### src/source/video_pkg.sv
// video path definitions for the colour mixer
// widths of the pixel inputs, palette geometry and the layer choice

package video_pkg;

    // palette index, 4096 entries
    parameter int pal_aw = 12;

    // palette word, 15-bit colour plus shadow-immune bit
    parameter int pal_dw = 16;

    // one colour component
    parameter int comp_w = 5;

    // tile mapper address
    parameter int tmap_w = 11;

    // object layer pixel from the sprite engine
    parameter int obj_w = 12;

    // which layer feeds the palette for one pixel
    typedef enum logic {
        layer_tile,
        layer_road
    } layer_e;

endpackage

### src/source/rgb_output.sv
// colour output stage
// splits the palette word into 5-bit red, green and blue, darkens it
// under sprite shadow and forces black while blanked

`timescale 1ns/1ps

module rgb_output (
    input  logic                         clk,
    input  logic                         rst,
    input  logic                         pxl_cen,
    input  logic [video_pkg::pal_dw-1:0] pal_word,
    input  logic                         shadow_q,
    // already delayed blanking
    input  logic                         lhbl,
    input  logic                         lvbl,
    output logic [video_pkg::comp_w-1:0] red,
    output logic [video_pkg::comp_w-1:0] green,
    output logic [video_pkg::comp_w-1:0] blue
);
    import video_pkg::*;

    logic [comp_w-1:0] r_raw;
    logic [comp_w-1:0] g_raw;
    logic [comp_w-1:0] b_raw;
    logic              dim_en;

    // roughly 3/4 brightness
    function automatic logic [comp_w-1:0] dim(input logic [comp_w-1:0] c);
        return c - (c >> 2);
    endfunction

    // nibble plus shared low bit from the top of the word
    assign r_raw = {pal_word[3:0], pal_word[12]};
    assign g_raw = {pal_word[7:4], pal_word[13]};
    assign b_raw = {pal_word[11:8], pal_word[14]};

    // bit 15 marks colours that ignore shadow
    assign dim_en = shadow_q && !pal_word[15];

    always_ff @(posedge clk) begin
        if (rst) begin
            red   <= '0;
            green <= '0;
            blue  <= '0;
        end else if (pxl_cen) begin
            if (lhbl && lvbl) begin
                red   <= dim_en ? dim(r_raw) : r_raw;
                green <= dim_en ? dim(g_raw) : g_raw;
                blue  <= dim_en ? dim(b_raw) : b_raw;
            end else begin
                // black during blanking
                red   <= '0;
                green <= '0;
                blue  <= '0;
            end
        end
    end

endmodule

### config.mk
export PLATFORM = sky130hd
export DESIGN_NAME = rgb_output
export DESIGN_NICKNAME = d
export VERILOG_FILES = /design/src/source/video_pkg.sv /design/src/source/rgb_output.sv
export SDC_FILE = /design/constraint.sdc
export NUM_CORES = 1
export LEC_CHECK = 0
export BUFFER_PORTS_ARGS = -buffer_cell sky130_fd_sc_hd__clkbuf_2
export CAP_MARGIN = 20
export CORE_MARGIN = 4
export CORE_UTILIZATION = 43
export CTS_CLUSTER_SIZE = 28
export DETAILED_ROUTE_END_ITERATION = 10
export GPL_ROUTABILITY_DRIVEN = 0
export PLACE_DENSITY = 0.7
export SLEW_MARGIN = 5
export SYNTH_ARGS = -nofsm -noshare
export SYNTH_HDL_FRONTEND = slang
export SYNTH_SLANG_ARGS = --single-unit
### constraint.sdc
create_clock -name clk -period 3.2 [get_ports clk]
set_clock_uncertainty 0.15 [all_clocks]
set_input_delay 0.48 -clock clk [delete_from_list [all_inputs] [get_ports clk]]
set_output_delay 0.48 -clock clk [all_outputs]
set_load 0.05 [all_outputs]
; ---- Word-level counts from Yosys, hierarchy flattened
; Cells that the tools add are included.
[word_totals]
regBits = 15
inputBits = 22
output_inout_bits = 15
word_cells = 15
[classes]
addsub = 3
mux = 6
n_reduce_logical = 3
[op_table]
columns = operator, n
row1 = $mux 5, 6
row2 = $sub 5x3->5, 3
row3 = $logic_and 1x1->1, 2
row4 = $logic_not 1->1, 1

; ---- Depth between registers and ports, before layout
[depth]
ltp_word = 4
depth_mapped = 8
ltp_nobuf = 8

; ---- Worst setup path after synthesis
; Ideal clock, no wire load.
[synth_timing]
kind = input to register
from = in pal_word[14] (netlist bit)
to = reg blue[4] (netlist bit)
setup_ns = 0.117
t_arrival_ns = 1.795
t_required_ns = 2.933
slack_ns = 1.138
path_stages = 7
n_path_buf = 0
path_cell_list = inv_1 ha_1 inv_1 fa_1 a2111oi_2 xnor2_1 a22o_1
[synth_between]
elab_chain_len = 3
[synth_lines]
columns = element, line_no
row1 = from (decl), rgb_output.sv:11  ; input logic [video_pkg::pal_dw-1:0] pal_word,
row2 = $sub 5x3->5, rgb_output.sv:29  ; return c - (c >> 2);
row3 = $mux 5, rgb_output.sv:49  ; blue <= dim_en ? dim(b_raw) : b_raw;
row4 = $mux 5, rgb_output.sv:46  ; if (lhbl && lvbl) begin
row5 = to (signal assigned), rgb_output.sv:49
row6 = to (decl), rgb_output.sv:18  ; output logic [video_pkg::comp_w-1:0] blue
; No other way between the ends.
; A chain may end at the register's enable or synchronous reset.

; ---- Final worst setup path
; Same ends and word-level chain as after synthesis.

==> flow_metrics.py <==
metrics = {
    "floorplan": {
        "core_area_mm2": 0.00230,
        "die_w_um": 58.0,
        "ios": 37,
        "die_h_um": 58.0,
        "dieArea_mm2": 0.00336,
        "num_rows": 17,
        "start_util_pct": 46.8,
    },
    "outcome": {
        "outcome": "complete, no violations",
    },
    "clocking": {
        "cts.sinks": 15,
        "numCtsBuffers": 3,
        "post_cts_resized": 0,
        "root_buffer": "clkbuf_4",
        "cts_tree": "yes",
        "worstSkewPairLatency_ns": 0.28,
        "h-tree-depth": 1,
        "postCtsSetupBuffers": 0,
        "cts_buffer_depth": 2,
        "cts_hold_buf": 0,
        "path_clk_slew_ns": 0.08,
    },
    "worst_setup_path": {
        "crit_top_cell": "inv_1",
        "critical_path_buf_inv_count": 3,
        "crit_family": "compound AO/OA/AOI/OAI gates",
        "setup.worst_path.class": "in2reg",
        "crit_fanout": 2,
        "worstPathArrival_ns": 1.96,
        "slowest_stage": "fa_1",
        "cp_slowest_stage_delay_ns": 0.42,
        "worstPathCellList": "clkbuf_2, inv_1, ha_1, inv_1, fa_1, a2111oi_2, xnor2_1, a22o_1",
        "worstPathRequired_ns": 3.22,
        "worstSetupStartpointType": "input pin",
        "endpoint_kind": "flop",
    },
    "placement": {
        "pre_cts_ws_ns": 0.960,
        "io_buffers": 36,
        "dp_hpwl_um": 1920,
        "placed_cell_area_mm2": 0.00126,
    },
    "timing": {
        "slew_viol_final": 0,
        "tns_ns": 0,
        "worst_pin_slew_ns": 0.617,
        "post-route-period-util_pct": 60.5,
        "rsz0062_at_grt": "false",
        "fmax_mhz": 517,
        "slew_headroom_pct": 58.8,
        "hold_viol_final": 0,
        "fin_crit_ns": 1.93,
        "fin_ws_ns": 1.27,
        "finalSetupViolCount": 0,
    },
    "global_routing": {
        "grt.total_usage_pct": 15.1,
        "grt_start_max_net_pins": 15,
        "first_global_vias": 949,
        "globalRouteOverflowTotal": 0,
        "antenna_found_initial": 0,
        "grt_first_pass_wirelength_um": 4020,
    },
    "route": {
        "viasPerCell": 5.27,
        "drt_iter0_markers": 30,
        "firstDrtPassIters": 4,
        "post_drt_wl_per_cell_um": 13.1,
        "ant_nets": 0,
        "drc": 0,
        "routed_wl_um": 2390,
        "num_vias": 960,
    },
    "final_layout": {
        "antenna_cells": 0,
        "design_area_mm2": 0.00129,
        "area_delta_synth_final_pct": 20.0,
        "layout-drive-gt1-share_pct": 27.9,
        "nets": 189,
    },
    "synthesis": {
        "yosys-top-cells-area": "dfxtp_1 28%, ha_1 10%, fa_1 5.6%, nor2b_1 5.2%, a2111oi_4 5.1%",
        "synth_seq_cells": 15,
        "yosys.area.top_type": "dfxtp_1",
        "ys.warnings.count": 0,
        "synth_top_area_share_pct": 27.9,
        "avgSynthCellArea_um2": 9.03,
        "netlist_area_mm2": 0.00107,
        "synth_cells": 119,
        "syn_nets": 153,
        "yosysUniqueCellTypes": 24,
        "ys_seq_area_share_pct": 27.9,
    },
    "power": {
        "ir_drop_mv": 0.155,
        "p_leak_nw": 0.599,
        "power_uw": 425,
        "p_per_area_mw_per_mm2": 330,
    },
    "hold_path": {
        "hp-class": "reg2reg",
    },
    "run": {
        "drv_cap": 0,
    },
}
## where the power goes
part	switching, mW	internal, mW	total, mW
clock network	0.0588	0.0483	0.107
logic	0.0762	0.0475	0.124
registers	0.00261	0.192	0.195
## area by class of cell
cell class | instances | area, um^2
inverters | 12 | 45.0
multi-input cells | 87 | 703
fillers | 230 | 1010
clock buffers | 4 | 26.3
well taps | 28 | 35.0
flip-flops and latches | 15 | 300
repair buffers | 36 | 180
## cell usage in the layout, fill, tap and decap left out, drive strengths merged, types with 4 or more instances in the layout
cell / synthesis / final
a21oi: 9 / 9
clkbuf: 4 / 40
dfxtp: 15 / 15
ha: 9 / 9
inv: 12 / 12
nand2: 7 / 7
nand2b: 5 / 5
nand3: 4 / 4
nor2: 10 / 10
nor2b: 9 / 9
o211ai: 4 / 4
xnor2: 6 / 6
## routing by layer
metal	vias up	share of wire [%]	global-route usage (%)
met2	27	49	26.3
met3	4	5.4	1.56
met1	448	44	19.1
met5	-	0	0
li1	481	-	-
met4	0	1.5	5.63
## cell usage after synthesis
| cell type | count |
|---|---|
| a2111o_1 | 3 |
| a2111oi_2 | 1 |
| a2111oi_4 | 2 |
| a21oi_1 | 9 |
| a22o_1 | 3 |
| and3_1 | 1 |
| buf_6 | 1 |
| clkbuf_1 | 4 |
| dfxtp_1 | 15 |
| fa_1 | 3 |
| ha_1 | 9 |
| inv_1 | 12 |
| mux2_1 | 3 |
| mux2i_1 | 2 |
| nand2_1 | 7 |
| nand2b_1 | 4 |
| nand2b_4 | 1 |
| nand3_1 | 4 |
| nand4_1 | 3 |
| nor2_1 | 10 |
| nor2b_1 | 9 |
| o211ai_1 | 4 |
| o21ai_0 | 3 |
| xnor2_1 | 6 |
## path summary, 6_finish.rpt
| check | startpoint | slack [ns] | endpoint | depth (start not counted) |
|---|---|---|---|---|
| max | pal_word[14] | 1.27 | blue[4]$_SDFFE_PP0P_ | 8 |
| min | blue[3]$_SDFFE_PP0P_ | 0.31 | blue[3]$_SDFFE_PP0P_ | 2 |
| max reg2reg | blue[1]$_SDFFE_PP0P_ | 2.31 | blue[1]$_SDFFE_PP0P_ | 3 |
| min reg2reg | blue[3]$_SDFFE_PP0P_ | 0.31 | blue[3]$_SDFFE_PP0P_ | 2 |
## flip-flops by register name, summed over array words and instances (netlist names)
signal / count
green: 5
blue: 5
red: 5
## stage by stage
step	cells	util (%)	hold slack (ns)
floorplan	119	-	0.519
global placement	178	55.0	0.292
detailed placement	178	55.0	0.295
CTS	182	56.2	0.315
global route	182	56.2	0.343
finish	182	56.2	0.311
## tightest hold or removal path, stage by stage, from the launching register on
cell,delay (ns)
dfxtp_1,0.33
nand2_1,0.05
nand3_1,0.05
## logic make-up (layout without fill, tap and decap cells)
family / count (synthesis) / count (layout) / share of synthesized area (%)
AND/OR/NAND/NOR: 39 / 39 / 19.0
AO/OA/AOI/OAI: 25 / 25 / 20.5
buffers and inverters: 17 / 52 / 6.63
flip-flops: 15 / 15 / 27.9
adder cells (fa/ha/maj): 12 / 12 / 16.1
XOR/XNOR: 6 / 6 / 4.89
multiplexers: 5 / 5 / 5.01
No activity file was read; power rests on OpenSTA's default activity.
