===== config.mk =====
export PLATFORM = sky130hd
export DESIGN_NAME = layer_select
export DESIGN_NICKNAME = d
export VERILOG_FILES = /design/src/source/video_pkg.sv /design/src/source/layer_select.sv
export SDC_FILE = /design/constraint.sdc
export NUM_CORES = 1
export LEC_CHECK = 0
export BUFFER_PORTS_ARGS = -buffer_cell sky130_fd_sc_hd__buf_2
export CORE_UTILIZATION = 40
export DETAILED_ROUTE_END_ITERATION = 16
export PLACE_DENSITY = 0.86
export SYNTH_ARGS = -nofsm -noshare
export SYNTH_HDL_FRONTEND = slang
export SYNTH_SLANG_ARGS = --single-unit

===== constraint.sdc =====
create_clock -name clk -period 3.36 [get_ports clk]
set_input_delay 1.008 -clock clk [delete_from_list [all_inputs] [get_ports clk]]
set_output_delay 1.008 -clock clk [all_outputs]
set_load 0.02 [all_outputs]

===== src/source/video_pkg.sv =====
// video path definitions for the colour mixer
// widths of the pixel inputs, palette geometry and the layer choice

package video_pkg;

    // palette index, 4096 entries
    parameter int pal_aw = 12;

    // palette word, 15-bit colour plus shadow-immune bit
    parameter int pal_dw = 16;

    // one colour component
    parameter int comp_w = 5;

    // tile mapper address
    parameter int tmap_w = 11;

    // object layer pixel from the sprite engine
    parameter int obj_w = 12;

    // which layer feeds the palette for one pixel
    typedef enum logic {
        layer_tile,
        layer_road
    } layer_e;

endpackage


===== src/source/layer_select.sv =====
// road / tile layer select
// decides per pixel whether the road generator or the tile mapper
// supplies the palette address, remaps the road colour and registers
// the address together with the sprite shadow flag

`timescale 1ns/1ps

module layer_select (
    input  logic                        clk,
    input  logic                        rst,
    input  logic                        pxl_cen,
    input  logic [video_pkg::tmap_w-1:0] tmap_addr,
    input  logic [video_pkg::obj_w-1:0]  obj_pxl,
    input  logic [7:0]                  rd_pxl,
    // rc bits 4:3 of the road control
    input  logic [1:0]                  rc,
    input  logic                        sa,
    input  logic                        sb,
    input  logic                        fix,
    input  logic                        shadow,
    output logic [video_pkg::pal_aw-1:0] pal_addr,
    output logic                        shadow_q
);
    import video_pkg::*;

    layer_e              layer_sel;
    logic [tmap_w-1:0]   road_addr;
    logic [pal_aw-1:0]   next_addr;

    // priority equations, fixed layer always wins
    always_comb begin
        layer_sel = layer_tile;
        if (!fix) begin
            // transparent object pixel lets the road through
            if (obj_pxl[3:0] == 4'h0 && (!rc[0] || (!sa && !sb))) begin
                layer_sel = layer_road;
            end
            // special object code drawn behind the road
            if (obj_pxl[11:10] == 2'b10 && obj_pxl[3:0] == 4'b0101) begin
                layer_sel = layer_road;
            end
        end
    end

    // road colour remap
    always_comb begin
        road_addr[3:0] = rd_pxl[3:0];
        case (rc)
            2'd0, 2'd1: road_addr[5:4] = 2'b11;
            2'd2:       road_addr[5:4] = {1'b0, rd_pxl[4]};
            default:    road_addr[5:4] = rd_pxl[5:4];
        endcase
        // upper bank follows rc bit 4
        road_addr[10:6] = {5{rc[1]}};
    end

    // top palette bit never set by either layer
    assign next_addr = {1'b0, (layer_sel == layer_road) ? road_addr : tmap_addr};

    always_ff @(posedge clk) begin
        if (rst) begin
            pal_addr <= '0;
            shadow_q <= 1'b0;
        end else if (pxl_cen) begin
            pal_addr <= next_addr;
            // shadow kept in step with the address
            shadow_q <= shadow;
        end
    end

endmodule


=== Word-level counts from Yosys, hierarchy flattened ===
Index checks and enable logic that the tools add are counted.

* Bits in registers: 12
* Latch bits: 0
* RAM bits: 0
* Bits in read-only memories: 0
* Input bits: 40
* Output and inout bits: 13
* Memories: 0

* $add $sub $neg: 0
* Multiply operators: 0
* Div/mod/pow operators: 0
* Order comparisons: 0
* Eq/ne operators: 4
* Shifts and indexed selects: 0
* Muxes and demuxes: 5
* Bitwise gates (word level): 0
* Reduce and logical (&&, ||, !) cells: 10

{| class="wikitable"
|+ Operators with widths
! operator !! number
|-
| 11-bit 2-to-1 mux || 1
|-
| 2-bit equality test, second input constant || 2
|-
| 4-bit by 3-bit equality test with 1-bit output, second input constant || 1
|-
| 4-bit zero test || 1
|-
| 2-bit one-hot mux with 2 select lines || 1
|-
| 1-bit logical AND || 3
|-
| 1-bit zero test || 3
|-
| 1-bit 2-to-1 mux || 3
|-
| 2-bit by 1-bit equality test with 1-bit output, second input constant || 1
|-
| 2-bit zero test || 1
|-
| 2-bit OR reduction || 1
|-
| 1-bit logical OR || 1
|}

=== Longest topological paths before layout ===
* Depth in word-level cells: 8
* Mapped depth: 5
* Depth with buffers taken out: 4

=== Worst setup path before layout ===
Ideal clock, no wire load.

* Path type: input to register
* Start point: input sb
* End point: register pal_addr[10] (netlist bit)
* Setup time: 0.136 ns
* Arrival: 1.959 ns
* Required time: 3.224 ns
* Path slack: 1.265 ns
* Cell stages on the path: 4
* Cell sequence: o21a_1 > o31a_2 > nor4b_4 > a2111oi_0

* Cells in the longest elaborated chain, start to end: 8

{| class="wikitable"
|+ RTL lines
! item !! line !! source
|-
| start, declared || layer_select.sv:18 || <nowiki>input logic sb,</nowiki>
|-
| 1-bit zero test || layer_select.sv:35 || <nowiki>if (obj_pxl[3:0] == 4'h0 && (!rc[0] || (!sa && !sb))) begin</nowiki>
|-
| 1-bit logical AND || layer_select.sv:35 ||
|-
| 1-bit logical OR || layer_select.sv:35 ||
|-
| 1-bit logical AND || layer_select.sv:35 ||
|-
| 1-bit 2-to-1 mux || layer_select.sv:35 ||
|-
| 1-bit 2-to-1 mux || layer_select.sv:39 || <nowiki>if (obj_pxl[11:10] == 2'b10 && obj_pxl[3:0] == 4'b0101) begin</nowiki>
|-
| 1-bit 2-to-1 mux || layer_select.sv:33 || <nowiki>if (!fix) begin</nowiki>
|-
| 11-bit 2-to-1 mux || layer_select.sv:58 || <nowiki>assign next_addr = {1'b0, (layer_sel == layer_road) ? road_addr : tmap_addr};</nowiki>
|-
| end signal, assigned || layer_select.sv:65 || <nowiki>pal_addr <= next_addr;</nowiki>
|-
| end, declared || layer_select.sv:21 || <nowiki>output logic [video_pkg::pal_aw-1:0] pal_addr,</nowiki>
|}

Every way passes these cells.
A chain may end at the register's enable or synchronous reset.

=== Final worst setup path ===
* Start point: input sb
* End point: register pal_addr[8] (netlist bit)

The elaborated chain is that of the path after synthesis.

==> results.json <==
{
  "status": "finished, final reports clean",
  "dpl.cell_count": 124,
  "grt_pass1_wl_um": 2359,
  "clkLatencyLatePin_ns": 0.26,
  "ys_ff_latch": 12,
  "ys_warn_count": 0,
  "core_area_mm2": 0.001489,
  "fin_crit_sh_pct": 60.50,
  "busiest_layer": "met2",
  "first_global_vias": 576,
  "syn-num-nets": 110,
  "synthFlopType": "dfxtp_1",
  "grt_use_met2_pct": 30.63,
  "clock_skew_ns": 0,
  "worst-setup-path-type": "in -> reg",
  "wl_per_cell_um": 11.76,
  "cp_max_fo": 7,
  "synthTopCellsByArea": "dfxtp_1 (38%), a2111oi_0 (6.9%), nor2_1 (6.5%), a311oi_1 (5.5%), nor2b_1 (4.9%)",
  "detailed_place_hpwl_um": 1141,
  "nets": 153,
  "grt_setup_unrepaired": "false",
  "drc": 0,
  "synthArstFlopShare_pct": 0,
  "startpoint": "sb",
  "area_growth_pct": 36.74,
  "pin_count": 53,
  "synth_common_cells": "dfxtp_1 (12), nor2_1 (11), a2111oi_0 (5), nor2b_1 (5), o21ai_0 (5)",
  "fillers": 139,
  "ir_drop_uv": 145.5,
  "rr_startpoint": "pal_addr[5]",
  "yosysTopAreaCellShare_pct": 37.72,
  "diodes": 0,
  "root_buffer": "clkbuf_4",
  "cts.htree.levels": 1,
  "p_total_mw": 0.3160,
  "regArea_um2": 240.2,
  "fp.dieArea_mm2": 0.001756,
  "period_minus_slack_ns": 2.033,
  "clk_pin_slew_ns": 0.07,
  "reg2reg_slack_ns": 2.39,
  "cts_resized": 0,
  "die_y_um": 41.90,
  "cts_buffers": 3,
  "drtIter0Drc": 13,
  "vias_per_cell": 5.504,
  "initial_utilization_pct": 42.77,
  "die_w_um": 41.90,
  "track_usage_pct": 16.98,
  "fin_ws_ns": 1.327,
  "setup_tns_ns": 0,
  "slew_violations": 0,
  "multiInputGateArea_um2": 372.9,
  "synth_cells": 70,
  "min-delay-start": "pal_addr[7]",
  "yosysTopAreaCell": "dfxtp_1",
  "cp-end-kind": "flip-flop",
  "syn_area_um2": 636.9,
  "globalplace.congestion": 0.6950,
  "synth_edf_count": 0,
  "rows": 14,
  "ys_seq_area_share_pct": 37.72,
  "grt_max_degree": 25,
  "numPortBuffers": 43,
  "synth.most_common_cell": "dfxtp_1",
  "grt_antenna_before_repair": 0,
  "utilization_pct": 58.49,
  "critPathRequiredTime_ns": 3.49,
  "cts_buffer_depth": 2,
  "wirelength_um": 1494,
  "met3_usage_pct": 1.304,
  "dr.pass1.iters": 4,
  "postRouteAntennaNets": 0,
  "num_vias": 699,
  "layout.cells.non_filler": 127,
  "cts.sinks": 12,
  "cts-hold-fix-buffers": 0,
  "maxCapViolations": 0,
  "cp.arrival_ns": 2.17,
  "timing.fmax_mhz": 491.9,
  "use_met1_pct": 20.22,
  "synth_area_per_cell_um2": 9.098,
  "gr-total-overflow": 0,
  "setup_viol": 0,
  "synth_cell_types": 29,
  "drive_above_1_share_pct": 46.85,
  "hold_viol": 0,
  "place_ws_ns": 1.047,
  "cts_setup_buffers": 0,
  "hold_path_class": "reg -> reg",
  "p_per_area_mw_per_mm2": 362.9,
  "worstSetupStartpointType": "input port",
  "power_leakage_nw": 0.3997,
  "cts_tree": "done"
}
-- kinds of logic (layout without fill, tap and decap cells) --
kind of cell | count (synthesis) | in the layout | synth area share (%)
buffers and inverters | 5 | 46 | 3.732
other | 1 | 1 | 0.5888
flip-flops | 12 | 12 | 37.72
multiplexers | 1 | 1 | 1.572
AND/OR/NAND/NOR | 30 | 30 | 29.27
AO/OA/AOI/OAI | 21 | 21 | 27.11
-- power by group --
group          switching [mW]  internal, mW
Clock                  0.0415        0.0414
Sequential            0.00473         0.152
Combinational          0.0429        0.0332
Total                  0.0892         0.227
-- path summary, 6_finish.rpt --
path                                    end  cells after the start
worst max-delay path            pal_addr[8]                      5
worst min-delay path            pal_addr[7]                      2
worst max register to register  pal_addr[5]                      2
worst min register to register  pal_addr[7]                      2
-- cell usage in the layout (no fill, tap or decap), types with 2 or more instances in the layout --
cell type,instances
a311oi_1,4
o21ai_0,5
dfxtp_1,12
nor2b_1,5
nand3_1,4
nand2b_1,2
buf_2,43
nor2_1,11
clkbuf_4,3
a2111oi_0,5
-- flip-flops by register name, summed over array words and instances (netlist names) --
register / flops
pal_addr: 11
shadow_q: 1
-- metal layers --
metal  part of all wire (%)  wire [um]
met1                     42        627
met2                     49        735
met3                    7.2        107
met4                    1.6         24
met5                      0          0
-- worst max-delay path, cell delays in order --
cell       delay (ns)
buf_2            0.09
o21a_1           0.22
o31a_2           0.37
nor4b_4          0.36
a2111oi_0        0.11
-- through the flow --
| stage | area, um^2 | hold slack [ns] |
|---|---|---|
| floorplan | 636.9 | 0.5520 |
| global placement | 848.3 | 0.4701 |
| detailed placement | 848.3 | 0.4762 |
| CTS | 870.8 | 0.4852 |
| global route | 870.8 | 0.5096 |
| finish | 870.8 | 0.4821 |
-- layout make-up --
type / instances / area share [%]
clock buffers: 3 / 2.586
multi-input cells: 53 / 42.82
flip-flops and latches: 12 / 27.59
well taps: 16 / 2.299
repair buffers: 43 / 24.71
Power figures use the tool's default switching activity.
