$ cat src/source/blank_delay.sv
// blanking delay line
// moves horizontal and vertical blanking through a pixel-timed shift
// register so they line up with the colour leaving the mixer

`timescale 1ns/1ps

module blank_delay #(
    parameter int BLANK_DLY = 2
) (
    input  logic clk,
    input  logic rst,
    input  logic pxl_cen,
    input  logic pre_lhbl,
    input  logic pre_lvbl,
    output logic lhbl,
    output logic lvbl
);

    logic [BLANK_DLY-1:0] hbl_sr;
    logic [BLANK_DLY-1:0] vbl_sr;

    always_ff @(posedge clk) begin
        if (rst) begin
            // all zeros, output starts blanked
            hbl_sr <= '0;
            vbl_sr <= '0;
        end else if (pxl_cen) begin
            hbl_sr[0] <= pre_lhbl;
            vbl_sr[0] <= pre_lvbl;
            for (int i = 1; i < BLANK_DLY; i++) begin
                hbl_sr[i] <= hbl_sr[i-1];
                vbl_sr[i] <= vbl_sr[i-1];
            end
        end
    end

    // last stage drives the outputs
    assign lhbl = hbl_sr[BLANK_DLY-1];
    assign lvbl = vbl_sr[BLANK_DLY-1];

endmodule

$ cat config.mk
export PLATFORM = sky130hd
export DESIGN_NAME = blank_delay
export DESIGN_NICKNAME = d
export VERILOG_FILES = /design/src/source/blank_delay.sv
export SDC_FILE = /design/constraint.sdc
export NUM_CORES = 1
export LEC_CHECK = 0
export BUFFER_PORTS_ARGS = -buffer_cell sky130_fd_sc_hd__buf_4
export CORE_AREA = 2 2 39 41
export CTS_CLUSTER_SIZE = 25
export DETAILED_ROUTE_END_ITERATION = 8
export DIE_AREA = 0 0 41 43
export PLACE_DENSITY_LB_ADDON = 0.2
export SLEW_MARGIN = 20
export SYNTH_ARGS = -nofsm -noshare
export SYNTH_HDL_FRONTEND = slang
export SYNTH_SLANG_ARGS = --single-unit
$ cat constraint.sdc
create_clock -name clk -period 1.2 [get_ports clk]
set_input_delay 0.24 -clock clk [delete_from_list [all_inputs] [get_ports clk]]
set_output_delay 0.24 -clock clk [all_outputs]
set_load 0.05 [all_outputs]
## Word level (Yosys, flattened, before mapping)

Cells that the tools add are included.

- Word-level logic and storage cells: 2
- Output and inout port bits: 2
- Flip-flop bits (word level): 4
- Input bits: 5

## Longest topological paths before layout

Gate-level depths: netlist of the first run.

- Word-level depth: 0
- Gate-level depth with buffers: 3
- Depth with buffers taken out: 2

## Worst setup path after synthesis of the first run

OpenSTA, ideal clock, no wires.

- Path type: reg2reg
- From: register, netlist name hbl_sr[1]
- To: register hbl_sr[1]
- Slack: 0.318 ns
- Data arrival time: 0.817 ns
- Stages on the path, launching flop included: 3
- Setup time: 0.065 ns
- Clock period less this slack: 0.882 ns
- Buffers on the path: 0
- Required time: 1.135 ns
- Path through: dfxtp_1 -> mux2i_1 -> nor2_1

RTL lines:

| what | RTL line | RTL |
|---|---|---|
| to (signal, indexed assignment) | 31 | `hbl_sr[i] <= hbl_sr[i-1];` |
| to (decl) | 19 | `logic [BLANK_DLY-1:0] hbl_sr;` |

## Worst setup path in the final report of the first run

- From: register vbl_sr[1]
- To: output lvbl

RTL lines:

| what | RTL line | RTL |
|---|---|---|
| from (decl) | 20 | `logic [BLANK_DLY-1:0] vbl_sr;` |
| from (signal, indexed assignment) | 32 | `vbl_sr[i] <= vbl_sr[i-1];` |
| to (decl) | 16 | `output logic lvbl` |

No word-level cell between the ends.

==> impl_results.md, run 1 <==
* Status: completed
* Largest area contributor in the netlist: dfxtp_1
* Final min period at approximately 1 ns
* Syn avg cell area at between 10 and 15 um^2
* Synthesized area at about 140 um^2
* Slew headroom at around nine tenths
* Share of cells above drive strength 1 at 42.86%
* DRT Pass-1 Iters at 1
* HPWL reported at the end of detailed placement at 232.4 um
* PD cells at between 1500 and 2000 nW/um^2
* Worst path bufs/invs at 1
* CP cell instances: buf_4
* Hold depth at 2
* Number of port buffers at 6
* Final routed DRC violation total at 0
* Hold path startpoint: rst
* Starting Density at around 10%
* Initial antenna violation count at 0
* Overflow after GRT at 0
* Clock transition at path regs at around 0.040 ns
* R2r setup slk at about 0.6 ns
* RR Startpoint: vbl_sr[1]
* Sequential fraction of the synthesis area at about 57%
* DIE AREA at roughly 1800 um^2
* Cts repair resizes at 0
* Worst Hold End: vbl_sr[0]
* H-tree depth at 1
* Number of synthesized register bits at 4
* Ranking of synthesized cells by area: dfxtp_1 (57%), mux2i_1 (29%), nor2_1 (11%), clkbuf_2 (3.6%)
* Max Cap Viol at 0
* Pin count of the biggest net entering global routing at 5
* Max clock buf depth at 2
* Worst min path class: input port to flip-flop
* Syn Nets at 18
* Final TNS setup at 0 ns
* Post-CTS setup buffer count at 0
* Clk sink count at 4
* Die height at roughly 43 um
* Most frequent cells in the layout: buf_4 (6), mux2i_1 (4), nor2_1 (4), dfxtp_1 (4), clkbuf_4 (3)
* Yosys warns at 0
* CP Depth at 1
* Setup Viol. Count Final at 0
* Critical Path End Type: output port
* Fin util at between 10% and 20%
* Compound-Gate Fraction of Synth Area at 0%
* DIE WIDTH at between 40 and 50 um
* CP Class: flip-flop to output port
* Dpl cell area at 200.2 um^2
* Hold-fix buffers at CTS at 0
* Std cell rows at 14
* Post-DRT Antenna Nets at 0
* Clk Latency, worst-skew pair at around 0.23 ns
* Vias in the first global route at 132
* Max incr delay on CP at approximately 0.33 ns
* Final instance area at between 200 and 250 um^2
* Crit path DAT at between 0.7 and 0.8 ns
* Mean routed wirelength per cell at between 8 and 9 um
* Critical path startpoint category: flip-flop
* R2R Path End: vbl_sr[1]
* Cell count after synthesis at 13
* Final nets at 28
* DR vias at 114
* Fmax at about 1000 MHz
* Synth cell types at 4
* Cell family with most CP delay: flip-flops
* Final period util at approximately 83%
* Clk root buf: clkbuf_4
* Post-synthesis simple-gate area fraction at 10.71%
* Via density at ~3
* Peak VDD IR at approximately 0.29 mV
* Core Region at 1384 um^2
* Commonest non-fill, non-tap cell in the layout: buf_4
* Total Routed Length at 297 um
* Adder-Cell Fraction of Synth Area at 0%
* CTS tree: built
* DRT iter0 DRCs at 0
* R2R cell count at 2
* Area Growth Syn to Fin at 58.93%
* Hold Vio Cnt, Final at 0
* CP required at about 0.96 ns
* Layout Skew at between 0.0015 and 0.002 ns
* Worst-margin pin slew at about 0.13 ns
* Slew Limit Fails at 0
* Antenna Cells at 0
* First-pass GRT wire length at 510 um
* Static leakage at 0.1068 nW
* CTS Buf Count at 3
* Num ports at 7
* Placer Congestion at between 0.5 and 0.6
* Synth Area in XOR/XNOR at 0%
* WHS at between 0.15 and 0.2 ns
* Worst-path fanout max at 2
* Gr usage total at under 10%
* CP max-delay cell: dfxtp_1
* Largest family of logic cells by synthesized area: multiplexers
* RSZ-0062 raised after global routing: no
* Mux cell area share after synthesis at 28.57%
* Post-synth top area share at between 50% and 60%
* Design Power at roughly 0.00034 W
==> cell type report <==
cell class / count / area, um^2
clock buffer: 3 / 22.52
fill: 166 / 1161
multi-input combinational: 8 / 55.05
sequential: 4 / 80.08
tap: 16 / 20.02
timing repair buffer: 6 / 45.04
==> per-layer routing <==
| layer | global-route usage [%] | routed length (um) |
|---|---|---|
| met2 | 6.875 | 201 |
| met4 | 12.00 | 0 |
| met1 | 3.560 | 82 |
| met5 | 0 | 0 |
| met3 | 3.141 | 12 |
==> worst max-delay path by stage <==
stage                     end       from
CTS                      lvbl  vbl_sr[1]
detailed placement       lvbl  vbl_sr[1]
global placement         lhbl  hbl_sr[1]
global route             lvbl  vbl_sr[1]
floorplan           hbl_sr[1]  hbl_sr[1]
finish                   lvbl  vbl_sr[1]
==> where the power goes <==
part           internal [W]  leakage, nW  switching, W
Sequential         0.000140       0.0328    0.00000290
Clock              0.000112       0.0138     0.0000535
Combinational     0.0000181       0.0603     0.0000181
==> metrics by stage <==
stage          setup WS (ns)  std cells
4_1_cts               0.1799         37
6_report              0.1982         37
3_5_place_dp          0.4365         34
2_1_floorplan         0.3180         13
3_3_place_gp          0.4533         34
5_1_grt               0.1519         37
==> cells by family (layout without fill, tap and decap cells) <==
| group | count (synthesis) | count (layout) |
|---|---|---|
| mux | 4 | 4 |
| buf+inv | 1 | 9 |
| flops | 4 | 4 |
| simple gates | 4 | 4 |
==> cell usage after synthesis <==
| library cell | n |
|---|---|
| clkbuf_2 | 1 |
| dfxtp_1 | 4 |
| mux2i_1 | 4 |
| nor2_1 | 4 |
==> registers in the layout, indices dropped and copies added (netlist names) <==
signal / flops
hbl_sr: 2
vbl_sr: 2
(Power assumes the default switching activity.)
==> inputs of run 2 (changes only) <==
Clock period 1.2 ns to 1 ns, I/O delays scaled along.
==> run 2 against run 1 <==
  * First-iteration DRC count unchanged
  * Sequential power up 20%
  * Core utilization up 0.27 points
  * Largest power group unchanged
  * Sequential share of layout area down 0.60 points
==> impl_results.md, run 2 (synthesized netlist as in run 1, its figures left out) <==
* Final period util at around 95%
* Largest regs: hbl_sr x2, vbl_sr x2
* Via density at 3.081
* CP Depth at 1
* PD cells at roughly 1800 nW/um^2
* # fillers at approximately 170
* CTS tree: built
* Mean routed wirelength per cell at around 8.0 um
* Static leakage at 0.1076 nW
* H-tree depth at 1
* DP Worst Slack at about 0.28 ns
* Vias in the first global route at ~130
* Most frequent cells in the layout: buf_4 (5), mux2i_1 (4), nor2_1 (4), dfxtp_1 (4), clkbuf_4 (3)
* First-pass GRT wire length at 510 um
* Critical Path End Type: output port
* Gr usage total at 5.734%
* Worst-path fanout max at 2
* Final routed DRC violation total at 0
* DR vias at about 110
* DIE WIDTH at about 41 um
* Post-DRT Antenna Nets at 0
* Hold Vio Cnt, Final at 0
* Post-CTS setup buffer count at 0
* Worst-margin pin slew at ~0.13 ns
* RR Startpoint: vbl_sr[1]
* Area Growth Syn to Fin at 61.61%
* Slew Limit Fails at 0
* WHS at around 0.15 ns
* Max incr delay on CP at around 0.32 ns
* Std cell rows at 14
* Area of the multi-input gates at 55.05 um^2
* Die height at 43 um
* Core Region at between 1000 and 1500 um^2
* Cell family with most CP delay: flip-flops
* Antenna Cells at 0
* Number of port buffers at 6
* DIE AREA at roughly 1800 um^2
* Placer Congestion at between 0.5 and 0.6
* Fmax at roughly 1100 MHz
* Max clock buf depth at 2
* Clk root buf: clkbuf_4
* Final TNS setup at 0 ns
* Critical path startpoint category: flip-flop
* Overflow after GRT at 0
* Pin count of the biggest net entering global routing at 5
* Share of cells above drive strength 1 at ~43%
* CP required at 0.80 ns
* Initial antenna violation count at 0
* Crit path DAT at approximately 0.75 ns
* Layout Skew at 0.001873 ns
* R2R cell count at 2
* Peak VDD IR at around 0.34 mV
* DRT Pass-1 Iters at 1
* Num ports at 7
* Final nets at 28
* Total Routed Length at approximately 300 um
* Hold path startpoint: rst
* Clk Latency, worst-skew pair at roughly 0.23 ns
* Worst path bufs/invs at 1
* Fin util at about 16%
* Starting Density at around a tenth
* Register Area at approximately 80 um^2
* Clock transition at path regs at ~0.040 ns
* RSZ-0062 raised after global routing: no
* Clk sink count at 4
* Worst min path class: input port to flip-flop
* CP cell instances: buf_4
* Crit path from: hbl_sr[1]
* Slew headroom at about nine tenths
* Final min period at ~0.95 ns
* Status: completed
* Setup Viol. Count Final at 0
* CP Class: flip-flop to output port
* Commonest non-fill, non-tap cell in the layout: buf_4
* Max Cap Viol at 0
* Setup WS post-layout at 0.05176 ns
* HPWL reported at the end of detailed placement at ~230 um
* DRT iter0 DRCs at 0
* CP max-delay cell: dfxtp_1
* Hold depth at 2
* CTS Buf Count at 3
run 2: cell count changes in the layout (fill, tap and decap cells not counted):
| cell | previous run | this run |
|---|---|---|
| buf_4 | 6 | 5 |
| buf_6 | 0 | 1 |
run 2: layout make-up:
cell class	instances	area share, %
timing repair buffer	6	21.55
multi-input combinational	8	24.31
sequential	4	35.36
tap	16	8.840
clock buffer	3	9.945
run 2: path summary, 6_finish.rpt:
kind | endpoint | slack, ns
worst min-delay path | vbl_sr[0] | 0.15
worst min register to register | hbl_sr[0] | 0.49
worst max register to register | vbl_sr[1] | 0.39
worst max-delay path | lhbl | 0.05
run 2: what timing repair did:
action                     in CTS  in global routing
hold buffers                    0                  0
setup endpoints to repair       0                  1
hold endpoints to repair        0                  0
resized for setup               0                  1
run 2: where the power goes:
part	leakage (nW)	internal, W	switching (W)
clock	0.0138	0.000134	0.0000642
sequential	0.0328	0.000168	0.00000372
combinational	0.0610	0.0000225	0.0000218
total	0.108	0.000325	0.0000896
run 2: stage by stage:
step / total power, W / area (um^2) / instances
global route: 0.0004402 / 226.5 / 37
global placement: 0.0002173 / 200.2 / 34
detailed placement: 0.0002186 / 200.2 / 34
floorplan: 0.0001991 / 140.1 / 13
CTS: 0.0004254 / 222.7 / 37
finish: 0.0004143 / 226.5 / 37
run 2: metal layers:
| metal | track usage [%] | up-vias | part of all wire [%] |
|---|---|---|---|
| met3 | 3.141 | 0 | 4.0 |
| met2 | 6.875 | 2 | 68 |
| met5 | 0 | - | 0 |
| met4 | 12.00 | 0 | 0 |
| met1 | 3.560 | 54 | 28 |
| li1 | - | 58 | - |
run 2: worst register-to-register path: stages (launching register included):
cell	delay [ns]
dfxtp_1	0.31
mux2i_1	0.13
nor2_1	0.06
==> inputs of run 3 (changes only) <==
Settings changed: ABC_AREA set to 1.
==> run 3 against run 2 <==
  * Critical path depth unchanged
  * Core utilization increased by 1.6 points
  * Non-clock buffer count unchanged
  * Die area unchanged
  * Sequential share of layout area decreased by 3.2 points
  * Combinational power increased by 55%
  * Clock-buffer cell count unchanged
  * Clock power increased by 5%
  * Synthesized cell count increased by 100%
  * Fmax decreased by 0.78%
  * Wire length increased by 18%
  * Via count increased by 47%
  * Critical endpoint is now lvbl
  * Largest power group unchanged
==> impl_results.md, run 3 <==
* Hold path startpoint: rst
* Cts repair resizes at 0
* Largest area contributor in the netlist: dfxtp_1
* Std cell rows at 14
* Most used DFF post-synth: dfxtp_1
* Sw Pwr at about 0.00012 W
* Setup Viol. Count Final at 0
* Peak VDD IR at between 0.5 and 0.6 mV
* DP Cell Count at 47
* Critical Path End Type: output port
* Clock power share at between 40% and 50%
* Total Routed Length at 349 um
* Most frequent cells in the layout: nand2_1 (8), nor2_1 (7), buf_4 (6)
* Post-synth EDFFs at 0
* Clk Latency, worst-skew pair at 0.24 ns
* Pin count of the biggest net entering global routing at 9
* Setup WS post-layout at ~0.044 ns
* Via density at 3.360
* Post-CTS setup buffer count at 0
* Number of port buffers at 6
* Final min period at 0.9557 ns
* DIE AREA at about 1800 um^2
* Clk sink count at 4
* Placer Congestion at between 0.6 and 0.7
* First-pass GRT wire length at 572 um
* PD cells at approximately 1800 nW/um^2
* Static leakage at between 0.1 and 0.15 nW
* Worst min path class: input port to flip-flop
* Sequential fraction of the synthesis area at 46.38%
* Max Cap Viol at 0
* Syn Nets at 31
* Initial antenna violation count at 0
* DRT iter0 DRCs at 2
* Fmax at ~1000 MHz
* Combinational share of power at between 10% and 20%
* Hold-fix buffers at CTS at 0
* FFs w/ async S/R, synth at 0%
* Clk root buf: clkbuf_4
* Slew headroom at ~90%
* Mean routed wirelength per cell at roughly 7.0 um
* Syn avg cell area at between 6 and 7 um^2
* R2R cell count at 4
* Largest regs: hbl_sr x2, vbl_sr x2
* Worst path bufs/invs at 1
* DRT Pass-1 Iters at 2
* Final instance area at ~250 um^2
* H-tree depth at 1
* Post-synth top area share at between 40% and 50%
* Critical path startpoint category: flip-flop
* Synth cell types at 7
* Final TNS setup at 0 ns
* Ranking of synthesized cells by area: dfxtp_1 (46%), nand2_1 (17%), nor2_1 (15%), inv_1 (8.7%), buf_6 (6.5%)
* Final period util at a little over nine tenths
* Final cell count without fillers at 50
* Num ports at 7
* CTS Buf Count at 3
* Core Region at ~1400 um^2
* CP max-delay cell: dfxtp_1
* Die height at 43 um
* Count leader, synth: nand2_1
* Final nets at 41
* Clock transition at path regs at around 0.04 ns
* Yosys warns at 0
* Slew Limit Fails at 0
* Synthesized area at about 170 um^2
* Dpl cell area at 226.5 um^2
* CP Class: flip-flop to output port
* Gr usage total at 5.327%
* Layout Skew at 0.00003791 ns
* Hold depth at 4
* CTS tree: built
* DIE WIDTH at just over 40 um
* Status: completed
* DR vias at roughly 170
* Register share of total power at between 30% and 40%
* CP required at 0.80 ns
* HPWL reported at the end of detailed placement at 251.9 um
* R2r setup slk at a little over 0.4 ns
* Post-DRT Antenna Nets at 0
* Overflow after GRT at 0
* Final routed DRC violation total at 0
* Worst-margin pin slew at between 0.1 and 0.15 ns
* DP Worst Slack at a little under 0.3 ns
* Top cells by instance count after synthesis: nand2_1 (8), nor2_1 (7), dfxtp_1 (4), inv_1 (4)
* Antenna Cells at 0
* Switch share at a little over a quarter
* CP cell instances: buf_4
* RR Startpoint: hbl_sr[0]
* Starting Density at 12.48%
* R2R Path End: hbl_sr[1]
* Worst-path fanout max at 2
* Number of synthesized register bits at 4
* Hold Vio Cnt, Final at 0
* Crit path DAT at 0.76 ns
* RSZ-0062 raised after global routing: no
* Max incr delay on CP at around 0.32 ns
* Share of cells above drive strength 1 at approximately 32%
* Vias in the first global route at ~150
* Max clock buf depth at 2
* Commonest non-fill, non-tap cell in the layout: nand2_1
* Area Growth Syn to Fin at 44.20%
* Cell count after synthesis at 26
* Internal at between 0.0003 and 0.0004 W
* Cell family with most CP delay: flip-flops
* Worst Hold End: vbl_sr[1]
==> run 3: changes by cell type after synthesis <==
cell / delta
nand2_1: +8
mux2i_1: -4
inv_1: +4
clkbuf_2: -1
nor2_2: +1
buf_6: +1
nor2_1: +3
inv_2: +1
==> run 3: worst max-delay path by stage <==
stage	start	to	slack [ns]	cells after the start
floorplan	hbl_sr[1]	hbl_sr[1]	0.16	2
global placement	hbl_sr[1]	lhbl	0.29	1
detailed placement	hbl_sr[1]	lhbl	0.30	1
CTS	hbl_sr[1]	lhbl	0.04	1
global route	hbl_sr[1]	lhbl	0.006	1
finish	vbl_sr[1]	lvbl	0.04	1
==> run 3: cell type report <==
| cell class | count | area (um^2) |
|---|---|---|
| well taps | 16 | 20.02 |
| repair buffers | 6 | 45.04 |
| clock buffers | 3 | 22.52 |
| multi-input cells | 16 | 62.56 |
| inverters | 5 | 18.77 |
| flip-flops and latches | 4 | 80.08 |
| fillers | 166 | 1135 |
==> run 3: kinds of logic after synthesis <==
group	count (synthesis)	share of synthesized area, %
buffers and inverters	6	17.39
DFF	4	46.38
and+or+nand+nor	16	36.24
==> run 3: metal layers <==
metal  wire length [um]  track usage [%]
met3                 45            6.283
met4                  0            2.000
met2                148            6.563
met1                155            5.484
met5                  0                0
==> run 3: tightest hold or removal path, delay by kind of cell <==
family	cells	cell delay, ns
buffers and inverters	2	0.12
AND/OR/NAND/NOR	2	0.09
==> run 3: metrics by stage <==
stage	power, W	util, %	hold slack, ns
3_3_place_gp	0.0002485	16.37	0.4633
3_5_place_dp	0.0002487	16.37	0.4634
5_1_grt	0.0004789	17.99	0.2303
6_report	0.0004525	17.99	0.2181
4_1_cts	0.0004621	17.99	0.2164
2_1_floorplan	0.0002269	-	0.3520
==> run 3: power by group through the flow <==
stage / Clock [W] / Combinational [W] / Sequential, W
CTS: 0.000216 / 0.0000703 / 0.000176
detailed placement: 0 / 0.0000702 / 0.000179
finish: 0.000208 / 0.0000687 / 0.000176
floorplan: 0 / 0.0000303 / 0.000197
global placement: 0 / 0.0000697 / 0.000179
global route: 0.000226 / 0.0000763 / 0.000177
